**config.mk**
```make
export PLATFORM = sky130hd
export DESIGN_NAME = memAccess
export DESIGN_NICKNAME = d
export VERILOG_FILES = /design/src/hdl/cpuPkg.sv /design/src/hdl/memAccess.sv
export SDC_FILE = /design/constraint.sdc
export NUM_CORES = 1
export LEC_CHECK = 0
export BUFFER_PORTS_ARGS = -buffer_cell sky130_fd_sc_hd__buf_2
export CAP_MARGIN = 10
export CORE_UTILIZATION = 45
export CTS_BUF_LIST = sky130_fd_sc_hd__clkbuf_4 sky130_fd_sc_hd__clkbuf_8
export DETAILED_ROUTE_END_ITERATION = 8
export PLACE_DENSITY_LB_ADDON = 0.15
export SKIP_LAST_GASP = 1
export SLEW_MARGIN = 30
export SYNTH_ARGS = -nofsm -noshare
export SYNTH_HDL_FRONTEND = slang
export SYNTH_SLANG_ARGS = --single-unit
```
**constraint.sdc**
```tcl
create_clock -name clk -period 1.91 [get_ports clk]
set_clock_uncertainty 0.05 [all_clocks]
set_input_delay 0.191 -clock clk [delete_from_list [all_inputs] [get_ports clk]]
set_output_delay 0.191 -clock clk [all_outputs]
set_load 0.01 [all_outputs]
```
**src/hdl/cpuPkg.sv**
```systemverilog
`default_nettype none

package cpuPkg;

    localparam int dataWidth   = 16;
    localparam int regAddrBits = 3;  // Eight registers

    // Instruction bits 15..11
    typedef enum logic [4:0] {
        OP_HALT  = 5'b00000, OP_NOP   = 5'b00001,
        OP_J     = 5'b00100, OP_JR    = 5'b00101, OP_JAL  = 5'b00110, OP_JALR = 5'b00111,
        OP_ADDI  = 5'b01000, OP_SUBI  = 5'b01001, OP_XORI = 5'b01010, OP_ANDNI = 5'b01011,
        OP_BEQZ  = 5'b01100, OP_BNEZ  = 5'b01101, OP_BLTZ = 5'b01110, OP_BGEZ = 5'b01111,
        OP_ST    = 5'b10000, OP_LD    = 5'b10001, OP_SLBI = 5'b10010, OP_STU  = 5'b10011,
        OP_ROLI  = 5'b10100, OP_SLLI  = 5'b10101, OP_RORI = 5'b10110, OP_SRLI = 5'b10111,
        OP_LBI   = 5'b11000, OP_SHIFT = 5'b11010, OP_RTYPE = 5'b11011,
        OP_SEQ   = 5'b11100, OP_SLT   = 5'b11101, OP_SLE  = 5'b11110
    } opcodeT;

    // Order matters, the decoder builds the low bits from the instruction
    typedef enum logic [3:0] {
        ADD, SUB, XOR, ANDN,
        ROL, SLL, ROR, SRL,
        SEQ, SLT, SLE, PASSB,
        SLBI
    } aluOpT;

    typedef enum logic [2:0] {IDLE, FETCH, EXEC, MEM, WB, HALTED} coreStateT;

    typedef enum logic [1:0] {SRC_PC2, SRC_MEM, SRC_ALU, SRC_CMP} regSrcT;

    typedef enum logic [1:0] {B_REG, B_IMM5, B_IMM8, B_DISP} bSrcT;

endpackage

`default_nettype wire

```
**src/hdl/memAccess.sv**
```systemverilog
`timescale 1ns/1ps
`default_nettype none

module memAccess (
    input  logic                         clk,
    input  logic                         rstN,
    input  logic                         memReq,
    input  logic                         memWe,
    input  logic [cpuPkg::dataWidth-1:0] memAddr,
    input  logic [cpuPkg::dataWidth-1:0] memWData,
    output logic                         memDone,
    output logic [cpuPkg::dataWidth-1:0] memRData,
    output logic                         dataCyc,
    output logic                         dataStb,
    output logic                         dataWe,
    output logic [cpuPkg::dataWidth-1:0] dataAdr,
    output logic [cpuPkg::dataWidth-1:0] dataDatW,
    input  logic                         dataAck,
    input  logic [cpuPkg::dataWidth-1:0] dataDatR
);

    always_ff @(posedge clk) begin
        if (!rstN) begin
            dataCyc <= 1'b0;
            dataStb <= 1'b0;
            dataWe  <= 1'b0;
            memDone <= 1'b0;
        end else begin
            memDone <= dataAck;
            if (memReq) begin
                dataCyc <= 1'b1;
                dataStb <= 1'b1;
                dataWe  <= memWe;
            end else if (dataAck) begin
                dataCyc <= 1'b0;
                dataStb <= 1'b0;
                dataWe  <= 1'b0;
            end
        end
    end

    always_ff @(posedge clk) begin
        if (memReq) begin
            dataAdr  <= memAddr;
            dataDatW <= memWData;
        end
        if (dataAck) memRData <= dataDatR;  // Ignored by the core on stores
    end

endmodule

`default_nettype wire

```
==> results by group <==
Layout
  – Post-Layout Inst Area: 2680 sq um
  – Area Overhead vs Synth: 72.5%
  – Reg area: 1500 sq um
  – Number of diodes: 0
  – Nets: 269
  – Share of cells above drive strength 1: 0.530
  – Area of the multi-input gates: 45.0 sq um
  – Number of fill cells in the layout: 185

GRT
  – Largest net degree at the start of global routing: 27
  – Gr ovfl total: 0
  – First-pass GRT wire length: 4.89 mm
  – Gr usage total: 0.196
  – Vias in the first global route: 1179
  – Initial antenna violation count: 0

Setup path
  – Crit-path slowest cell: edfxtp_1
  – Arrival @ worst endpoint: 920 ps
  – Setup crit end kind: output port
  – Buf/Inv on CP: 1
  – Critical Path RT: 1670 ps
  – WS Path Type: flip-flop to output port
  – Crit-path max cell delay: 410 ps
  – Setup crit start kind: flip-flop
  – Critical path cell sequence: buf_2
  – Critical path peak fanout: 1
  – Crit path max-delay family: flip-flops

Die
  – Site Rows: 20
  – I/O pin count: 105
  – Initial Util: 0.493
  – Die Height: 60.8 um
  – Die width: 60.8 um
  – Core box area: 3150 sq um
  – Die area: 3690 sq um

Clocking
  – Clock Latency Late Sink: 350 ps
  – Setup bufs post-CTS: 0
  – Clk sinks: 51
  – CTS tree: built
  – Clock root cell: clkbuf_4
  – Clock transition at the registers of the reported paths: 130 ps
  – Maximum clock path buffer count: 2
  – Total of cells resized after clock tree synthesis: 0
  – Total CTS buffers: 5
  – CTS Hold Bufs: 48
  – Htree depth: 2

Logic synthesis
  – Synth warn: 0
  – Post-synthesis cell area: 1550 sq um
  – Syn Nets: 110
  – Netlist cell types: 8
  – Avg Cell Area, Syn: 27.3 sq um
  – Gate Count Post-Synth: 57
  – Sequential-to-total area share from yosys stat: 0.966
  – Yosys reg bits: 51

Routing
  – Wire per inst: 13.2 um
  – Average via count per standard cell: 4.27
  – Post-route ant nets: 0
  – First-pass iteration count of the detailed router: 4
  – DR vias: 1114
  – DRT iter0 DRCs: 32
  – Number of remaining DRC errors: 0
  – Routed wire length: 3.44 mm

Pwr
  – Pwr per Cell Area: 780 nW/um^2
  – Leakage: 0.00117 uW
  – IR drop worst, VDD: 617 uV

Job
  – Max-Cap Viols: 0

Outcome
  – Status: complete, no violations

STA
  – Fmax achieved: 0.861 GHz
  – Final-report setup violation count: 0
  – Worst-margin pin slew: 391 ps
  – Max_slew headroom: 0.739
  – Min Tclk post-route: 1160 ps
  – Fin. Hold Viols: 0
  – Setup_tns: 0 ps
  – Final critical-path share of the clock period: 0.608
  – Unrepaired setup endpoints after global routing: false
  – Slew Limit Fails: 0

Hold path
  – Hold Path Class: input pin to flip-flop

Placed design
  – Routability Congestion: 0.683
  – Port Buffers: 104
  – Placed cell areas: 2140 sq um
==> through the flow <==
stage / instances / utilization / hold WS [ps] / power [uW] / setup WS, ps
global placement: 205 / 0.679 / 317 / 1570 / 819
CTS: 261 / 0.850 / 0.630 / 2110 / 739
detailed placement: 205 / 0.679 / 319 / 1570 / 756
floorplan: 57 / - / 240 / 1420 / 1070
global route: 261 / 0.850 / 25.4 / 2170 / 704
finish: 261 / 0.850 / 27.5 / 2090 / 749
==> cells in the mapped netlist, drive strengths merged <==
library cell,count,area share
edfxtp,48,0.93
dfxtp,3,0.039
a31o,1,0.0056
and2,1,0.0048
and2b,1,0.0056
and4bb,1,0.0081
buf,1,0.0048
o21a,1,0.0048
==> cells by family (layout without fill, tap and decap cells) <==
group | after synthesis | in the layout | synth area share
and+or+nand+nor | 3 | 3 | 0.0185
DFF | 51 | 51 | 0.966
AOI/OAI and AO/OA | 2 | 2 | 0.0105
buffers and inverters | 1 | 161 | 0.00483
==> cells in the final DEF (no fill, tap or decap) <==
master and count:
and4bb_1 1, o21a_1 1, and2b_2 1, clkbuf_4 7, edfxtp_1 48, buf_12 1, dfxtp_1 3, buf_2 104
a31o_1 1, and2_2 1, clkinv_2 1, dlygate4sd3_1 48
==> sequential cells by signal, indices dropped and copies added (netlist names) <==
signal    count
dataDatW     16
dataStb       1
dataAdr      16
dataWe        1
memDone       1
memRData     16
==> report_power, final <==
part	total, uW	leakage (uW)	internal (uW)	switching (uW)
clock network	465	0.0000361	172	293
logic	289	0.000643	163	126
registers	1340	0.000495	1320	20.8
==> layout make-up <==
cell class | instances | share of cell area
clock buffers | 7 | 0.0196
clock inverters | 1 | 0.00187
multi-input cells | 5 | 0.0168
flip-flops and latches | 51 | 0.560
well taps | 44 | 0.0205
repair buffers | 153 | 0.381
==> worst paths after layout <==
check | startpoint | to | slack (ps) | depth (start not counted)
setup / recovery | memRData[15]$_DFFE_PP_ | memRData[15] | 750 | 1
hold / removal | memWe | dataWe$_SDFFE_PN0P_ | 30 | 2
setup reg to reg | dataWe$_SDFFE_PN0P_ | dataWe$_SDFFE_PN0P_ | 1030 | 2
hold reg to reg | dataStb$_SDFFE_PN0P_ | dataStb$_SDFFE_PN0P_ | 630 | 2
==> layer usage <==
layer | vias to the layer above | GRT usage | wire length [um] | share of wire
met5 | - | 0 | 0 | 0
met4 | 0 | 0.114 | 104 | 0.030
met3 | 12 | 0.0661 | 284 | 0.083
met2 | 60 | 0.388 | 1950 | 0.57
met1 | 499 | 0.162 | 1100 | 0.32
li1 | 543 | - | - | -
Power figures use the tool's default switching activity.
