$ cat src/hdl/cpuPkg.sv
`default_nettype none

package cpuPkg;

    localparam int dataWidth   = 16;
    localparam int regAddrBits = 3;  // Eight registers

    // Instruction bits 15..11
    typedef enum logic [4:0] {
        OP_HALT  = 5'b00000, OP_NOP   = 5'b00001,
        OP_J     = 5'b00100, OP_JR    = 5'b00101, OP_JAL  = 5'b00110, OP_JALR = 5'b00111,
        OP_ADDI  = 5'b01000, OP_SUBI  = 5'b01001, OP_XORI = 5'b01010, OP_ANDNI = 5'b01011,
        OP_BEQZ  = 5'b01100, OP_BNEZ  = 5'b01101, OP_BLTZ = 5'b01110, OP_BGEZ = 5'b01111,
        OP_ST    = 5'b10000, OP_LD    = 5'b10001, OP_SLBI = 5'b10010, OP_STU  = 5'b10011,
        OP_ROLI  = 5'b10100, OP_SLLI  = 5'b10101, OP_RORI = 5'b10110, OP_SRLI = 5'b10111,
        OP_LBI   = 5'b11000, OP_SHIFT = 5'b11010, OP_RTYPE = 5'b11011,
        OP_SEQ   = 5'b11100, OP_SLT   = 5'b11101, OP_SLE  = 5'b11110
    } opcodeT;

    // Order matters, the decoder builds the low bits from the instruction
    typedef enum logic [3:0] {
        ADD, SUB, XOR, ANDN,
        ROL, SLL, ROR, SRL,
        SEQ, SLT, SLE, PASSB,
        SLBI
    } aluOpT;

    typedef enum logic [2:0] {IDLE, FETCH, EXEC, MEM, WB, HALTED} coreStateT;

    typedef enum logic [1:0] {SRC_PC2, SRC_MEM, SRC_ALU, SRC_CMP} regSrcT;

    typedef enum logic [1:0] {B_REG, B_IMM5, B_IMM8, B_DISP} bSrcT;

endpackage

`default_nettype wire

$ cat src/hdl/busArbiter.sv
`timescale 1ns/1ps
`default_nettype none

module busArbiter (
    input  logic                         clk,
    input  logic                         rstN,
    input  logic                         extCyc,
    input  logic                         extStb,
    input  logic                         extWe,
    input  logic [cpuPkg::dataWidth-1:0] extAdr,
    input  logic [cpuPkg::dataWidth-1:0] extDatW,
    output logic                         extAck,
    output logic [cpuPkg::dataWidth-1:0] extDatR,
    input  logic                         fetchCyc,
    input  logic                         fetchStb,
    input  logic [cpuPkg::dataWidth-1:0] fetchAdr,
    output logic                         fetchAck,
    output logic [cpuPkg::dataWidth-1:0] fetchDatR,
    input  logic                         dataCyc,
    input  logic                         dataStb,
    input  logic                         dataWe,
    input  logic [cpuPkg::dataWidth-1:0] dataAdr,
    input  logic [cpuPkg::dataWidth-1:0] dataDatW,
    output logic                         dataAck,
    output logic [cpuPkg::dataWidth-1:0] dataDatR,
    output logic                         ramCyc,
    output logic                         ramStb,
    output logic                         ramWe,
    output logic [cpuPkg::dataWidth-1:0] ramAdr,
    output logic [cpuPkg::dataWidth-1:0] ramDatW,
    input  logic                         ramAck,
    input  logic [cpuPkg::dataWidth-1:0] ramDatR
);

    logic [2:0] grant;  // One-hot, bit 0 ext, bit 1 fetch, bit 2 data

    always_ff @(posedge clk) begin
        if (!rstN) begin
            grant <= 3'b000;
        end else if (grant == 3'b000) begin
            if (extCyc) grant <= 3'b001;
            else if (fetchCyc) grant <= 3'b010;
            else if (dataCyc) grant <= 3'b100;
        end else if ((grant & {dataCyc, fetchCyc, extCyc}) == 3'b000) begin
            grant <= 3'b000;  // Owner dropped cyc
        end
    end

    assign ramCyc  = |(grant & {dataCyc, fetchCyc, extCyc});
    assign ramStb  = |(grant & {dataStb, fetchStb, extStb});
    assign ramWe   = (grant[0] && extWe) || (grant[2] && dataWe);
    assign ramAdr  = grant[0] ? extAdr : grant[1] ? fetchAdr : grant[2] ? dataAdr : '0;
    assign ramDatW = grant[0] ? extDatW : grant[2] ? dataDatW : '0;

    assign extAck    = grant[0] && ramAck;
    assign fetchAck  = grant[1] && ramAck;
    assign dataAck   = grant[2] && ramAck;
    assign extDatR   = grant[0] ? ramDatR : '0;
    assign fetchDatR = grant[1] ? ramDatR : '0;
    assign dataDatR  = grant[2] ? ramDatR : '0;

endmodule

`default_nettype wire

$ cat config.mk
export PLATFORM = sky130hd
export DESIGN_NAME = busArbiter
export DESIGN_NICKNAME = d
export VERILOG_FILES = /design/src/hdl/cpuPkg.sv /design/src/hdl/busArbiter.sv
export SDC_FILE = /design/constraint.sdc
export NUM_CORES = 1
export LEC_CHECK = 0
export ABC_CLOCK_PERIOD_IN_PS = 1110
export BUFFER_PORTS_ARGS = -buffer_cell sky130_fd_sc_hd__buf_2
export CAP_MARGIN = 15
export CORE_AREA = 3 3 74 76
export DETAILED_ROUTE_END_ITERATION = 8
export DIE_AREA = 0 0 77 79
export GPL_TIMING_DRIVEN = 0
export PLACE_DENSITY = 0.72
export SYNTH_ARGS = -nofsm -noshare
export SYNTH_HDL_FRONTEND = slang
export SYNTH_SLANG_ARGS = --single-unit
export TNS_END_PERCENT = 100
$ cat constraint.sdc
create_clock -name clk -period 1.11 [get_ports clk]
set_input_delay 0.0555 -clock clk [delete_from_list [all_inputs] [get_ports clk]]
set_output_delay 0.0555 -clock clk [all_outputs]
set_load 0.01 [all_outputs]
==> metrics.log <==
INFO  metric via_per_inst = 4.58
INFO  metric vias = 2007
INFO  metric port-buffer-count = 192
INFO  metric nets_finish = 479
INFO  metric placed_area = 2190 sq um
INFO  metric grt_antenna_before_repair = 0
INFO  metric dp_hpwl = 4790 um
INFO  metric power.leakage = 1.51 nW
INFO  metric fp.dieH = 79 um
INFO  metric finalHoldViolCount = 0
INFO  metric cts.clk_slew.worst_paths = 30 ps
INFO  metric core_region_area = 4790 sq um
INFO  metric cp-startpoint = grant[2]$_SDFFE_PN0P_
INFO  metric achievable-frequency = 720 MHz
INFO  metric worst_r2r_endpoint = grant[2]$_SDFFE_PN0P_
INFO  metric flip_flop_count_of_the_largest_register_all_copies_and_words_added = 3
INFO  metric endpoint = ramAdr[5]
INFO  metric drt_wl_total = 6070 um
INFO  metric post_layout_nonfiller_instances = 438
INFO  metric clock-sinks = 3
INFO  metric timing.critical_path.fanout_max = 5
INFO  metric worstMarginPinSlew = 487 ps
INFO  metric cts_max_path_buffers = 2
INFO  metric drt_first_iter_violations = 26
INFO  metric flop_to_flop_setup_slack = 20 ps
INFO  metric yosys_warnings = 0
INFO  metric synthesis.instances = 160
INFO  metric ir_drop = 0.261 mV
INFO  metric initial_utilization = 0.239
INFO  metric remaining_drc_errors = 0
INFO  metric cp.required = 1050 ps
INFO  metric registers_with_the_highest_flip_flop_counts = grant: 3 flops
INFO  metric grt_pass1_wl = 9230 um
INFO  metric final_layout_size_suffix_gt1_frac = 0.736
INFO  metric critical_path_class = flop to output port
INFO  metric cts_inserted_buffers = 3
INFO  metric grt_setup_unrepaired = yes
INFO  metric top_register = grant
INFO  metric timing.hold.worst.class = primary input to flop
INFO  metric final.setup_skew = 0.301 ps
INFO  metric cap_violations = 0
INFO  metric groute.usage.overall = 0.183
INFO  metric power_density_over_the_cells = 503 nW/um^2
INFO  metric place_congestion = 0.796
INFO  metric design.die.area = 6080 sq um
INFO  metric ios = 193
INFO  metric final.min_clock_period = 1390 ps
INFO  metric die_width = 77 um
INFO  metric holdBufCountCts = 0
INFO  metric insertedDiodeCount = 0
INFO  metric grt_start_max_net_pins = 11
INFO  metric period_share = 1.25
INFO  metric worstReg2RegStart = grant[1]$_SDFFE_PN0P_
INFO  metric outcome = finished, violations left
INFO  metric worstPathArrival = 1330 ps
INFO  metric post-layout-total-power = 0.00135 W
INFO  metric layout.cell_area.non_filler = 2680 sq um
INFO  metric drt_first_pass_iters = 4
INFO  metric place.detailed.instances = 419
INFO  metric number_of_global_route_vias_before_repair = 1978
INFO  metric worst_max_slew_margin_expressed_relative_to_the_limit = 0.675
INFO  metric worstSetupEndpointType = output port
INFO  metric cts_tree = yes
INFO  metric core.rowCount = 25
INFO  metric number_of_nets_in_the_synthesized_netlist = 267
INFO  metric globalRoute.totalOverflow = 0
INFO  metric detail-route-antenna-nets = 0
INFO  metric timing.final.setup_violations = 62
INFO  metric reg2regPathDepth = 4
INFO  metric clk_root_buffer_cell = clkbuf_8
INFO  metric level_count_of_the_clock_h_tree = 1
INFO  metric critPathLaunchType = flop
INFO  metric clk_latency = 220 ps
INFO  metric slew_violations = 0
INFO  metric whs = 114 ps
INFO  metric area_delta_synth_final = 134%
INFO  metric post_synth_instance_area = 1140 sq um
INFO  metric failed_checks = setup timing
INFO  metric syn_area_cell = 7.16 sq um
INFO  metric final.setup.worst_slack = -278 ps
INFO  metric synth-seq-area-share = 0.0525
INFO  metric drt-wirelength-per-cell = 13.9 um
INFO  metric synthesis_stage_register_bit_count = 3
INFO  metric synth.lib_cells_used.distinct = 24
-- cell families after synthesis --
| group | Yosys count | share of synthesized area |
|---|---|---|
| AND/OR/NAND/NOR | 76 | 0.384 |
| flip-flops | 3 | 0.0525 |
| AO/OA/AOI/OAI | 58 | 0.427 |
| buffers and inverters | 23 | 0.137 |
-- per-stage QoR --
stage	TNS [ps]	util	setup WS, ps
after floorplan	0	-	17.3
after global placement	-3480	0.458	-154
after detailed placement	-4410	0.458	-159
after CTS	-10360	0.529	-285
after global routing	-13690	0.559	-351
final	-11070	0.559	-278
-- where the power goes --
part | switching (W) | internal [W]
clock | 0.0000768 | 0.000245
sequential | 0.0000116 | 0.000111
combinational | 0.000402 | 0.000500
total | 0.000490 | 0.000856
-- placed cells by master, fill, tap and decap left out, drive strengths merged, types with 3 or more instances in the layout --
cell type  netlist  final
buf             14    224
and2            51     51
a22o            18     18
o21ai           18     18
nand2           17     17
a22oi           16     16
clkbuf           6      7
inv              3      3
dfxtp            3      3
-- cells in the mapped netlist --
cell / count / area share
a22oi_1: 6 / 0.039
a31oi_1: 1 / 0.0055
nand2_1: 17 / 0.056
a221oi_1: 1 / 0.0077
nand3_1: 2 / 0.0087
nor2_1: 1 / 0.0033
a222oi_1: 2 / 0.017
nor4_2: 1 / 0.011
and2_1: 51 / 0.28
nor3_1: 2 / 0.0087
buf_6: 6 / 0.059
o21ai_1: 5 / 0.022
clkbuf_1: 6 / 0.020
a21oi_1: 2 / 0.0087
o21ai_0: 6 / 0.026
o21ai_2: 7 / 0.054
buf_2: 7 / 0.031
nor2b_4: 1 / 0.012
a22o_1: 18 / 0.14
dfxtp_1: 3 / 0.052
a22oi_2: 10 / 0.11
buf_12: 1 / 0.017
nor2b_1: 1 / 0.0055
inv_1: 3 / 0.0098
-- layer usage --
metal / part of all wire / track usage
met1: 0.36 / 0.190
met2: 0.55 / 0.368
met4: 0.012 / 0.0427
met5: 0 / 0
met3: 0.078 / 0.0442
-- cell type report --
| cell class | count | area, sq um |
|---|---|---|
| tap | 67 | 83.8 |
| timing repair buffer | 211 | 1270 |
| inverter | 3 | 11.3 |
| multi-input combinational | 134 | 1010 |
| sequential | 3 | 71.3 |
| buffer | 16 | 184 |
| fill | 460 | 2110 |
| clock buffer | 4 | 45.0 |
-- critical path: stages, from the launching register on --
cell,delay (ps)
dfxtp_4,360
nor2b_4,150
buf_6,140
buf_12,120
a22oi_2,40
o21ai_1,140
buf_2,150
-- worst min-delay path by stage --
stage                     cells past startpoint  startpoint  slack (ps)                    end
final                                         3        rstN         110  grant[0]$_SDFFE_PN0P_
after global routing                          3        rstN         130  grant[1]$_SDFFE_PN0P_
after CTS                                     3        rstN         120  grant[0]$_SDFFE_PN0P_
after detailed placement                      3        rstN         330  grant[0]$_SDFFE_PN0P_
after global placement                        3        rstN         330  grant[0]$_SDFFE_PN0P_
after floorplan                               2        rstN         210  grant[0]$_SDFFE_PN0P_
-- what timing repair did --
item | CTS | global route
cloned | 5 | 1
pin swaps | 6 | 4
setup buffers | 12 | 3
hold endpoints to repair | 0 | 0
gates resized for setup | 61 | 30
setup endpoints to repair | 89 | 87
Note: power is estimated with default switching activity, not from simulation.
