<file path="config.mk">
export PLATFORM = sky130hd
export DESIGN_NAME = fetchUnit
export DESIGN_NICKNAME = d
export VERILOG_FILES = /design/src/hdl/cpuPkg.sv /design/src/hdl/fetchUnit.sv
export SDC_FILE = /design/constraint.sdc
export NUM_CORES = 1
export LEC_CHECK = 0
export ABC_AREA = 1
export ABC_CLOCK_PERIOD_IN_PS = 800
export BUFFER_PORTS_ARGS = -buffer_cell sky130_fd_sc_hd__buf_4
export CAP_MARGIN = 20
export CORE_MARGIN = 1
export CORE_UTILIZATION = 39
export CTS_BUF_LIST = sky130_fd_sc_hd__clkbuf_8 sky130_fd_sc_hd__clkbuf_16
export DETAILED_ROUTE_END_ITERATION = 7
export GPL_ROUTABILITY_DRIVEN = 0
export PLACE_DENSITY = 0.83
export SLEW_MARGIN = 20
export SYNTH_ARGS = -nofsm -noshare
export SYNTH_HDL_FRONTEND = slang
export SYNTH_SLANG_ARGS = --single-unit
</file>
<file path="constraint.sdc">
create_clock -name clk -period 0.8 [get_ports clk]
set_input_delay 0.04 -clock clk [delete_from_list [all_inputs] [get_ports clk]]
set_output_delay 0.04 -clock clk [all_outputs]
set_load 0.03 [all_outputs]
</file>
<file path="src/hdl/cpuPkg.sv">
`default_nettype none

package cpuPkg;

    localparam int dataWidth   = 16;
    localparam int regAddrBits = 3;  // Eight registers

    // Instruction bits 15..11
    typedef enum logic [4:0] {
        OP_HALT  = 5'b00000, OP_NOP   = 5'b00001,
        OP_J     = 5'b00100, OP_JR    = 5'b00101, OP_JAL  = 5'b00110, OP_JALR = 5'b00111,
        OP_ADDI  = 5'b01000, OP_SUBI  = 5'b01001, OP_XORI = 5'b01010, OP_ANDNI = 5'b01011,
        OP_BEQZ  = 5'b01100, OP_BNEZ  = 5'b01101, OP_BLTZ = 5'b01110, OP_BGEZ = 5'b01111,
        OP_ST    = 5'b10000, OP_LD    = 5'b10001, OP_SLBI = 5'b10010, OP_STU  = 5'b10011,
        OP_ROLI  = 5'b10100, OP_SLLI  = 5'b10101, OP_RORI = 5'b10110, OP_SRLI = 5'b10111,
        OP_LBI   = 5'b11000, OP_SHIFT = 5'b11010, OP_RTYPE = 5'b11011,
        OP_SEQ   = 5'b11100, OP_SLT   = 5'b11101, OP_SLE  = 5'b11110
    } opcodeT;

    // Order matters, the decoder builds the low bits from the instruction
    typedef enum logic [3:0] {
        ADD, SUB, XOR, ANDN,
        ROL, SLL, ROR, SRL,
        SEQ, SLT, SLE, PASSB,
        SLBI
    } aluOpT;

    typedef enum logic [2:0] {IDLE, FETCH, EXEC, MEM, WB, HALTED} coreStateT;

    typedef enum logic [1:0] {SRC_PC2, SRC_MEM, SRC_ALU, SRC_CMP} regSrcT;

    typedef enum logic [1:0] {B_REG, B_IMM5, B_IMM8, B_DISP} bSrcT;

endpackage

`default_nettype wire

</file>
<file path="src/hdl/fetchUnit.sv">
`timescale 1ns/1ps
`default_nettype none

module fetchUnit (
    input  logic                         clk,
    input  logic                         rstN,
    input  logic                         fetchReq,
    input  logic [cpuPkg::dataWidth-1:0] fetchAddr,
    output logic                         fetchDone,
    output logic [cpuPkg::dataWidth-1:0] instr,
    output logic                         fetchCyc,
    output logic                         fetchStb,
    output logic [cpuPkg::dataWidth-1:0] fetchAdr,
    input  logic                         fetchAck,
    input  logic [cpuPkg::dataWidth-1:0] fetchDatR
);

    always_ff @(posedge clk) begin
        if (!rstN) begin
            fetchCyc  <= 1'b0;
            fetchStb  <= 1'b0;
            fetchDone <= 1'b0;
        end else begin
            fetchDone <= fetchAck;  // Word is in instr on this pulse
            if (fetchReq) begin
                fetchCyc <= 1'b1;
                fetchStb <= 1'b1;
            end else if (fetchAck) begin
                fetchCyc <= 1'b0;
                fetchStb <= 1'b0;
            end
        end
    end

    always_ff @(posedge clk) begin
        if (fetchReq) fetchAdr <= fetchAddr;
        if (fetchAck) instr <= fetchDatR;
    end

endmodule

`default_nettype wire

</file>
==> results of run 1 <==
[repair_timing]
item	CTS	global route
endpoints found under the hold margin	34	0
gates resized for setup	35	2
hold buffers	33	0
buffers inserted	0	0
endpoints found under the setup margin	34	35
[metrics by stage]
stage	TNS, ns	hold WS [ns]	area [um2]
floorplan	0	0.133	1040
global placement	0	0.218	1600
detailed placement	0	0.219	1600
CTS	-1.97	0.0897	2130
global route	-2.72	0.120	2140
finish	-1.80	0.114	2140
[logic make-up after synthesis]
kind of cell / after synthesis
buffers and inverters: 5
AO/OA/AOI/OAI: 1
AND/OR/NAND/NOR: 2
flip-flops: 34
[synthesized netlist by cell type]
cell type / n
edfxtp_1: 32
inv_1: 4
dfxtp_1: 2
nand2_1: 2
a21oi_2: 1
buf_4: 1
[final cells by class]
class,instances,area [um2]
clock buffer,5,68.8
inverter,4,15.0
clock inverter,3,11.3
timing repair buffer,103,987
fill,109,360
tap,30,37.5
sequential,34,1000
multi-input combinational,3,16.3
[power breakdown]
part | switching [mW] | internal, mW | total (mW)
Sequential | 0.0698 | 2.10 | 2.17
Clock | 0.552 | 0.579 | 1.13
Combinational | 0.427 | 0.463 | 0.890
[worst paths after layout]
path                             endpoint  slack, ns  cells after the start
worst max register to register   fetchStb       0.19                      2
worst max-delay path             instr[7]      -0.08                      1
worst min register to register   fetchStb       0.50                      2
worst min-delay path            fetchDone       0.11                      3
[registers in the layout, summed over array words and instances, names as in the netlist]
| register | count |
|---|---|
| instr | 16 |
| fetchStb | 1 |
| fetchAdr | 16 |
| fetchDone | 1 |
[layer usage]
layer  wire, um  vias up  part of all wire, %  track usage (%)
li1           -      372                    -                -
met1        962      358                   34             18.1
met2       1600       55                   56             37.7
met3        268        3                  9.4             8.19
met4         26        0                 0.91             7.89
met5          0        -                    0                0
==> flow_metrics.tcl, run 1 <==
set metrics [dict create \
    slew_violations 0 \
    path_max_fanout 1 \
    end_kind "primary output" \
    clk_pin_slew_worst_paths_ns 0.06 \
    fin_crit_sh_pct 110 \
    hold_path_class "in2reg" \
    post_drt_wl_per_cell_um 15.7 \
    synth_top_family_by_area "buffers and inverters" \
    path_class "reg2out" \
    root_buffer "clkbuf_8" \
    final_cell_mix "buf_4 (35), buf_6 (35), dlygate4sd3_1 (33)" \
    io_buffers 70 \
    fin_cells 182 \
    maxSlewHeadroom_pct 85.7 \
    r2r-start "fetchStb" \
    required_ns 0.76 \
    grt_pass1_vias 758 \
    status "finished, violations left" \
    htree_levels 2 \
    routed-via-count 788 \
    diodes 0 \
    synth_top_area_share_pct 92.4 \
    ir_drop_mv 1.75 \
    fin_util_pct 85.6 \
    ys_seq_area_share_pct 96.3 \
    yosysTopAreaCell "edfxtp_1" \
    rsz0062_at_grt "yes" \
    cts_tree "done" \
    crit_slowest_cell "edfxtp_1" \
    grt_max_degree 19 \
    clock_latency_ns 0.27 \
    violations "negative setup slack" \
    antenna_found_initial 0 \
    drt_iter0_markers 10 \
    fin_nets 187 \
    cpLargestDelayFamily "flip-flops" \
    drive_gt1_share_pct 51.3 \
    vias_per_cell 4.33 \
    start_util_pct 41.6 \
    cts_inserted_buffers 5 \
    place_ws_ns 0.190 \
    synth-xor-area-share_pct 0 \
    synthAdderAreaFrac_pct 0 \
    worst_ep_arrival_time_ns 0.84 \
    setup_violations 34 \
    synthSimpleGateAreaFrac_pct 0.722 \
    dr.pass1.iters 4 \
    p_leak_nw 0.918 \
    critPathLaunch "instr[7]" \
    area_delta_synth_final_pct 106 \
    synth_nets 78 \
    fin_ws_ns -0.0832 \
    start_kind "flop" \
    die_area_mm2 0.00288 \
    fp.dieH_um 53.6 \
    maxCapViolations 0 \
    fin_worst_skew_ns 0 \
    track_usage_pct 19.7 \
    worst_slew_pin_slew_ns 0.215 \
    synthMuxAreaShare_pct 0 \
    ctsLongestPathBuffers 2 \
    path_cells "buf_6" \
    die_w_um 53.6 \
    slowest_delay_ns 0.41 \
    synth_seq_cells 34 \
    drc 0 \
    core_area_mm2 0.00250 \
    wirelength_um 2850 \
    grt_pass1_wl_um 3570 \
    crit_buf_inv 1 \
    p_per_area_mw_per_mm2 1960 \
    drtAntennaViolNets 0 \
    synthTopCellsByArea "edfxtp_1 (92%), dfxtp_1 (3.9%), inv_1 (1.4%), a21oi_2 (0.84%), buf_4 (0.72%)" \
    synth_cells 42 \
    place_inst 141 \
    synth.avg_cell_area_um2 24.8 \
    hp-start "fetchAck" \
    fin_crit_ns 0.883 \
    power_mw 4.20 \
    yosys_warnings 0 \
    syn_area_mm2 0.00104 \
    max_freq_mhz 1130 \
    synth_cell_type_count 6 \
    io_pins 71 \
    rows 18 \
    cts.sinks 34 \
    synth_compound_area_share_pct 0.842 \
    overflow 0 \
    hold_viol 0 \
]
No activity file was read; power rests on OpenSTA's default activity.
==> run 2: changes to the inputs <==
--- a/config.mk
+++ b/config.mk
@@ -11,10 +11,10 @@
 export CAP_MARGIN = 20
 export CORE_MARGIN = 1
 export CORE_UTILIZATION = 39
-export CTS_BUF_LIST = sky130_fd_sc_hd__clkbuf_8 sky130_fd_sc_hd__clkbuf_16
 export DETAILED_ROUTE_END_ITERATION = 7
 export GPL_ROUTABILITY_DRIVEN = 0
 export PLACE_DENSITY = 0.83
+export SKIP_CTS_REPAIR_TIMING = 1
 export SLEW_MARGIN = 20
 export SYNTH_ARGS = -nofsm -noshare
 export SYNTH_HDL_FRONTEND = slang
==> run 2 against run 1 <==
The flow still finishes with violations (negative setup slack). Clock-buffer cell count unchanged. Combinational power about the same. Core utilization decreased by 1.3 points. Flip-flop and latch count unchanged. Total power decreased by 6.9%. Worst setup slack got worse by 0.062 ns. Critical path depth unchanged. Global-route usage decreased by 6.5 points. Worst hold slack got worse by 0.060 ns. Register-to-register slack about the same. Critical endpoint is now instr[0].
==> flow_metrics.tcl, run 2 (synthesis results as in run 1) <==
set metrics [dict create \
    fin_nets 187 \
    violations "negative setup slack" \
    fin_area_mm2 0.00211 \
    fp.dieH_um 53.6 \
    clock_latency_ns 0.32 \
    power_mw 3.91 \
    path_cells "buf_6" \
    dpl_cell_area_mm2 0.00160 \
    drc 0 \
    fin_ws_ns -0.145 \
    path_max_fanout 1 \
    hold_path_class "in2reg" \
    io_buffers 70 \
    status "finished, violations left" \
    root_buffer "clkbuf_4" \
    wirelength_um 2720 \
    drt_iter0_markers 10 \
    crit_slowest_cell "edfxtp_1" \
    die_area_mm2 0.00288 \
    cts_tree "done" \
    diodes 0 \
    grt_pass1_vias 623 \
    slew_violations 0 \
    routed-via-count 807 \
    p_leak_nw 0.905 \
    rsz0062_at_grt "yes" \
    nFillCells 114 \
    crit_buf_inv 1 \
    ir_drop_mv 1.61 \
    core_area_mm2 0.00250 \
    htree_levels 2 \
    worst_slew_pin_slew_ns 0.211 \
    maxCapViolations 0 \
    required_ns 0.76 \
    p_per_area_mw_per_mm2 1850 \
    overflow 0 \
    cts_inserted_buffers 5 \
    hold_viol 0 \
    max_freq_mhz 1060 \
    grt_pass1_wl_um 2440 \
    grt_max_degree 19 \
    antenna_found_initial 0 \
    end_kind "primary output" \
    fin_worst_skew_ns 0 \
    dr.pass1.iters 4 \
    rows 18 \
    vias_per_cell 4.43 \
    cpLargestDelayFamily "flip-flops" \
    track_usage_pct 13.2 \
    ctsLongestPathBuffers 2 \
    cts.sinks 34 \
    worst_ep_arrival_time_ns 0.91 \
    drtAntennaViolNets 0 \
    fin_crit_sh_pct 118 \
    io_pins 71 \
    clk_pin_slew_worst_paths_ns 0.10 \
    die_w_um 53.6 \
    post_drt_wl_per_cell_um 15.0 \
    path_class "reg2out" \
    maxSlewHeadroom_pct 85.9 \
    top_regs "fetchAdr: 16 flops, instr: 16 flops" \
    start_kind "flop" \
    start_util_pct 41.6 \
    area_delta_synth_final_pct 103 \
    setup_violations 35 \
    slowest_delay_ns 0.42 \
    drive_gt1_share_pct 51.3 \
    fin_crit_ns 0.945 \
    final_cell_mix "buf_4 (35), buf_6 (35), dlygate4sd3_1 (33)" \
]
run 2: cell types whose count changed in the layout (fill, tap and decap cells not counted):
cell      previous run  this run
clkbuf_4             0         5
clkbuf_8             5         0
run 2: final timing paths:
kind                 start         to  slack (ns)  depth (start not counted)
setup reg to reg  fetchStb   fetchStb        0.18                          2
hold / removal    fetchAck  fetchDone        0.05                          3
setup / recovery  instr[0]   instr[0]       -0.15                          1
hold reg to reg   fetchStb   fetchStb        0.50                          2
run 2: through the flow:
stage / setup TNS [ns] / setup WS, ns / hold slack (ns) / utilization (%) / std cells
after floorplan: 0 / 0.0265 / 0.133 / - / 42
after global placement: 0 / 0.227 / 0.218 / 63.8 / 141
after detailed placement: 0 / 0.190 / 0.219 / 63.8 / 141
after CTS: -4.78 / -0.170 / -0.137 / 65.8 / 149
after global routing: -5.71 / -0.198 / 0.0550 / 84.3 / 182
final: -3.97 / -0.145 / 0.0541 / 84.3 / 182
run 2: report_power, final:
part / switching, mW / internal (mW) / leakage, nW / total [mW]
logic: 0.424 / 0.463 / 0.547 / 0.887
clock network: 0.534 / 0.313 / 0.0277 / 0.847
registers: 0.0718 / 2.10 / 0.330 / 2.17
run 2: layout make-up:
class                   instances  area, um2  area share [%]
flip-flops and latches         34       1000            47.6
repair buffers                103        987            46.8
clock inverters                 3       11.3           0.534
inverters                       4       15.0           0.712
clock buffers                   5       37.5            1.78
well taps                      30       37.5            1.78
multi-input cells               3       16.3           0.772
run 2: tightest hold or removal path, stage by stage:
cell,delay (ns)
buf_4,0.18
nand2_1,0.08
inv_1,0.05
run 2: layer usage:
metal / wire length [um] / up-vias / GRT usage [%]
li1: - / 372 / -
met1: 960 / 367 / 12.5
met2: 1420 / 63 / 21.5
met3: 301 / 5 / 7.63
met4: 39 / 0 / 9.21
met5: 0 / - / 0
==> run 3: changes to the inputs <==
--- a/config.mk
+++ b/config.mk
@@ -13,7 +13,7 @@
 export CORE_UTILIZATION = 39
 export DETAILED_ROUTE_END_ITERATION = 7
 export GPL_ROUTABILITY_DRIVEN = 0
-export PLACE_DENSITY = 0.83
+export PLACE_DENSITY = 0.86
 export SKIP_CTS_REPAIR_TIMING = 1
 export SLEW_MARGIN = 20
 export SYNTH_ARGS = -nofsm -noshare
==> run 3 against run 2 <==
The flow still finishes with violations (negative setup slack). Clock power about the same. First-iteration DRC count increased by 30%. Clock-buffer cell count increased by 1. Total power about the same. Highest routed layer unchanged. Combinational power about the same. Flip-flop and latch count unchanged. Wire length increased by 2.7%. Worst hold slack got worse by 0.017 ns. Cell count unchanged.
==> flow_metrics.tcl, run 3 (synthesis results as in run 1) <==
set metrics [dict create \
    path_class "reg2out" \
    power.share.combinational_pct 22.7 \
    sequentialPowerShare_pct 55.6 \
    hold_path_class "in2reg" \
    violations "negative setup slack" \
    start_util_pct 41.6 \
    fin_util_pct 84.4 \
    detailed_place_hpwl_um 1590 \
    grt_pass1_vias 641 \
    vias_per_cell 4.36 \
    maxSlewHeadroom_pct 85.2 \
    p_leak_nw 0.907 \
    drt_iter0_markers 13 \
    io_buffers 70 \
    hold_viol 0 \
    crit_buf_inv 1 \
    start_kind "flop" \
    die_w_um 53.6 \
    htree_levels 2 \
    fin_cells 182 \
    whs_ns 0.0370 \
    pwr-share-clk_pct 21.7 \
    path_cells "buf_6" \
    rsz0062_at_grt "yes" \
    power_mw 3.90 \
    fin_worst_skew_ns 0 \
    fin_ws_ns -0.160 \
    dr.pass1.iters 4 \
    place_inst 141 \
    maxCapViolations 0 \
    rows 18 \
    drc 0 \
    setup_violations 35 \
    final.setup.tns_ns -3.98 \
    p_per_area_mw_per_mm2 1850 \
    grt_max_degree 19 \
    slew_violations 0 \
    cts.sinks 34 \
    overflow 0 \
    clock_latency_ns 0.33 \
    p_sw_share_pct 25.9 \
    ir_drop_mv 1.86 \
    fin_nets 187 \
    fin_crit_sh_pct 120 \
    fin_crit_ns 0.960 \
    crit_slowest_cell "edfxtp_1" \
    clk_pin_slew_worst_paths_ns 0.09 \
    slowest_delay_ns 0.43 \
    top_regs "fetchAdr: 16 flops, instr: 16 flops" \
    core_area_mm2 0.00250 \
    antenna_found_initial 0 \
    path_max_fanout 1 \
    worst_ep_arrival_time_ns 0.92 \
    ctsLongestPathBuffers 2 \
    internal-power_mw 2.89 \
    routed-via-count 793 \
    drive_gt1_share_pct 52.0 \
    grt_pass1_wl_um 2900 \
    power_switching_mw 1.01 \
    cpLargestDelayFamily "flip-flops" \
    post_drt_wl_per_cell_um 15.4 \
    drtAntennaViolNets 0 \
    cts_inserted_buffers 5 \
    worst_slew_pin_slew_ns 0.222 \
    required_ns 0.76 \
    io_pins 71 \
    area_delta_synth_final_pct 103 \
    max_freq_mhz 1040 \
    final_cell_mix "buf_4 (35), buf_6 (35), dlygate4sd3_1 (33)" \
    diodes 0 \
    end_kind "primary output" \
    nFillCells 121 \
    status "finished, violations left" \
    die_area_mm2 0.00288 \
    wirelength_um 2800 \
    fp.dieH_um 53.6 \
    root_buffer "clkbuf_4" \
    cts_tree "done" \
    track_usage_pct 16.2 \
]
run 3: changes by cell type in the layout (fill, tap and decap cells not counted), sizes merged:
cell / change
clkbuf: +1
clkinv: -1
run 3: through the flow:
| step | instance area [um2] | worst slack (ns) |
|---|---|---|
| after floorplan | 1040 | 0.0265 |
| after global placement | 1600 | 0.230 |
| after detailed placement | 1600 | 0.207 |
| after CTS | 1650 | -0.177 |
| after global routing | 2110 | -0.199 |
| final | 2110 | -0.160 |
run 3: power groups by stage:
stage / clock [mW] / sequential (mW) / combinational, mW
global route: 0.962 / 2.18 / 0.923
CTS: 0.876 / 2.14 / 0.668
finish: 0.848 / 2.17 / 0.884
detailed placement: 0 / 2.18 / 0.668
floorplan: 0 / 2.46 / 0.0202
global placement: 0 / 2.17 / 0.658
run 3: path summary, 6_finish.rpt:
check           start        end  slack [ns]  cells after the start
max reg2reg  fetchStb   fetchStb        0.20                      2
min          fetchAck  fetchDone        0.04                      3
max          instr[8]   instr[8]       -0.16                      1
min reg2reg  fetchStb   fetchStb        0.50                      2
run 3: worst min-delay path, cell delays in order:
cell and delay [ns]:
buf_4 0.19, nand2_1 0.08, inv_1 0.03
run 3: layout make-up:
type	count	area [um2]	area share, %
Timing Repair Buffer	103	987	46.8
Tap cell	30	37.5	1.78
Clock inverter	2	8.76	0.415
Multi-Input combinational cell	3	16.3	0.771
Clock buffer	6	41.3	1.96
Sequential cell	34	1000	47.6
Inverter	4	15.0	0.712
run 3: metal layers:
layer	up-vias	global-route usage, %	share of wire [%]
li1	373	-	-
met1	377	15.1	35
met2	39	27.7	59
met3	4	4.52	4.8
met4	0	16.2	1.7
met5	-	0	0
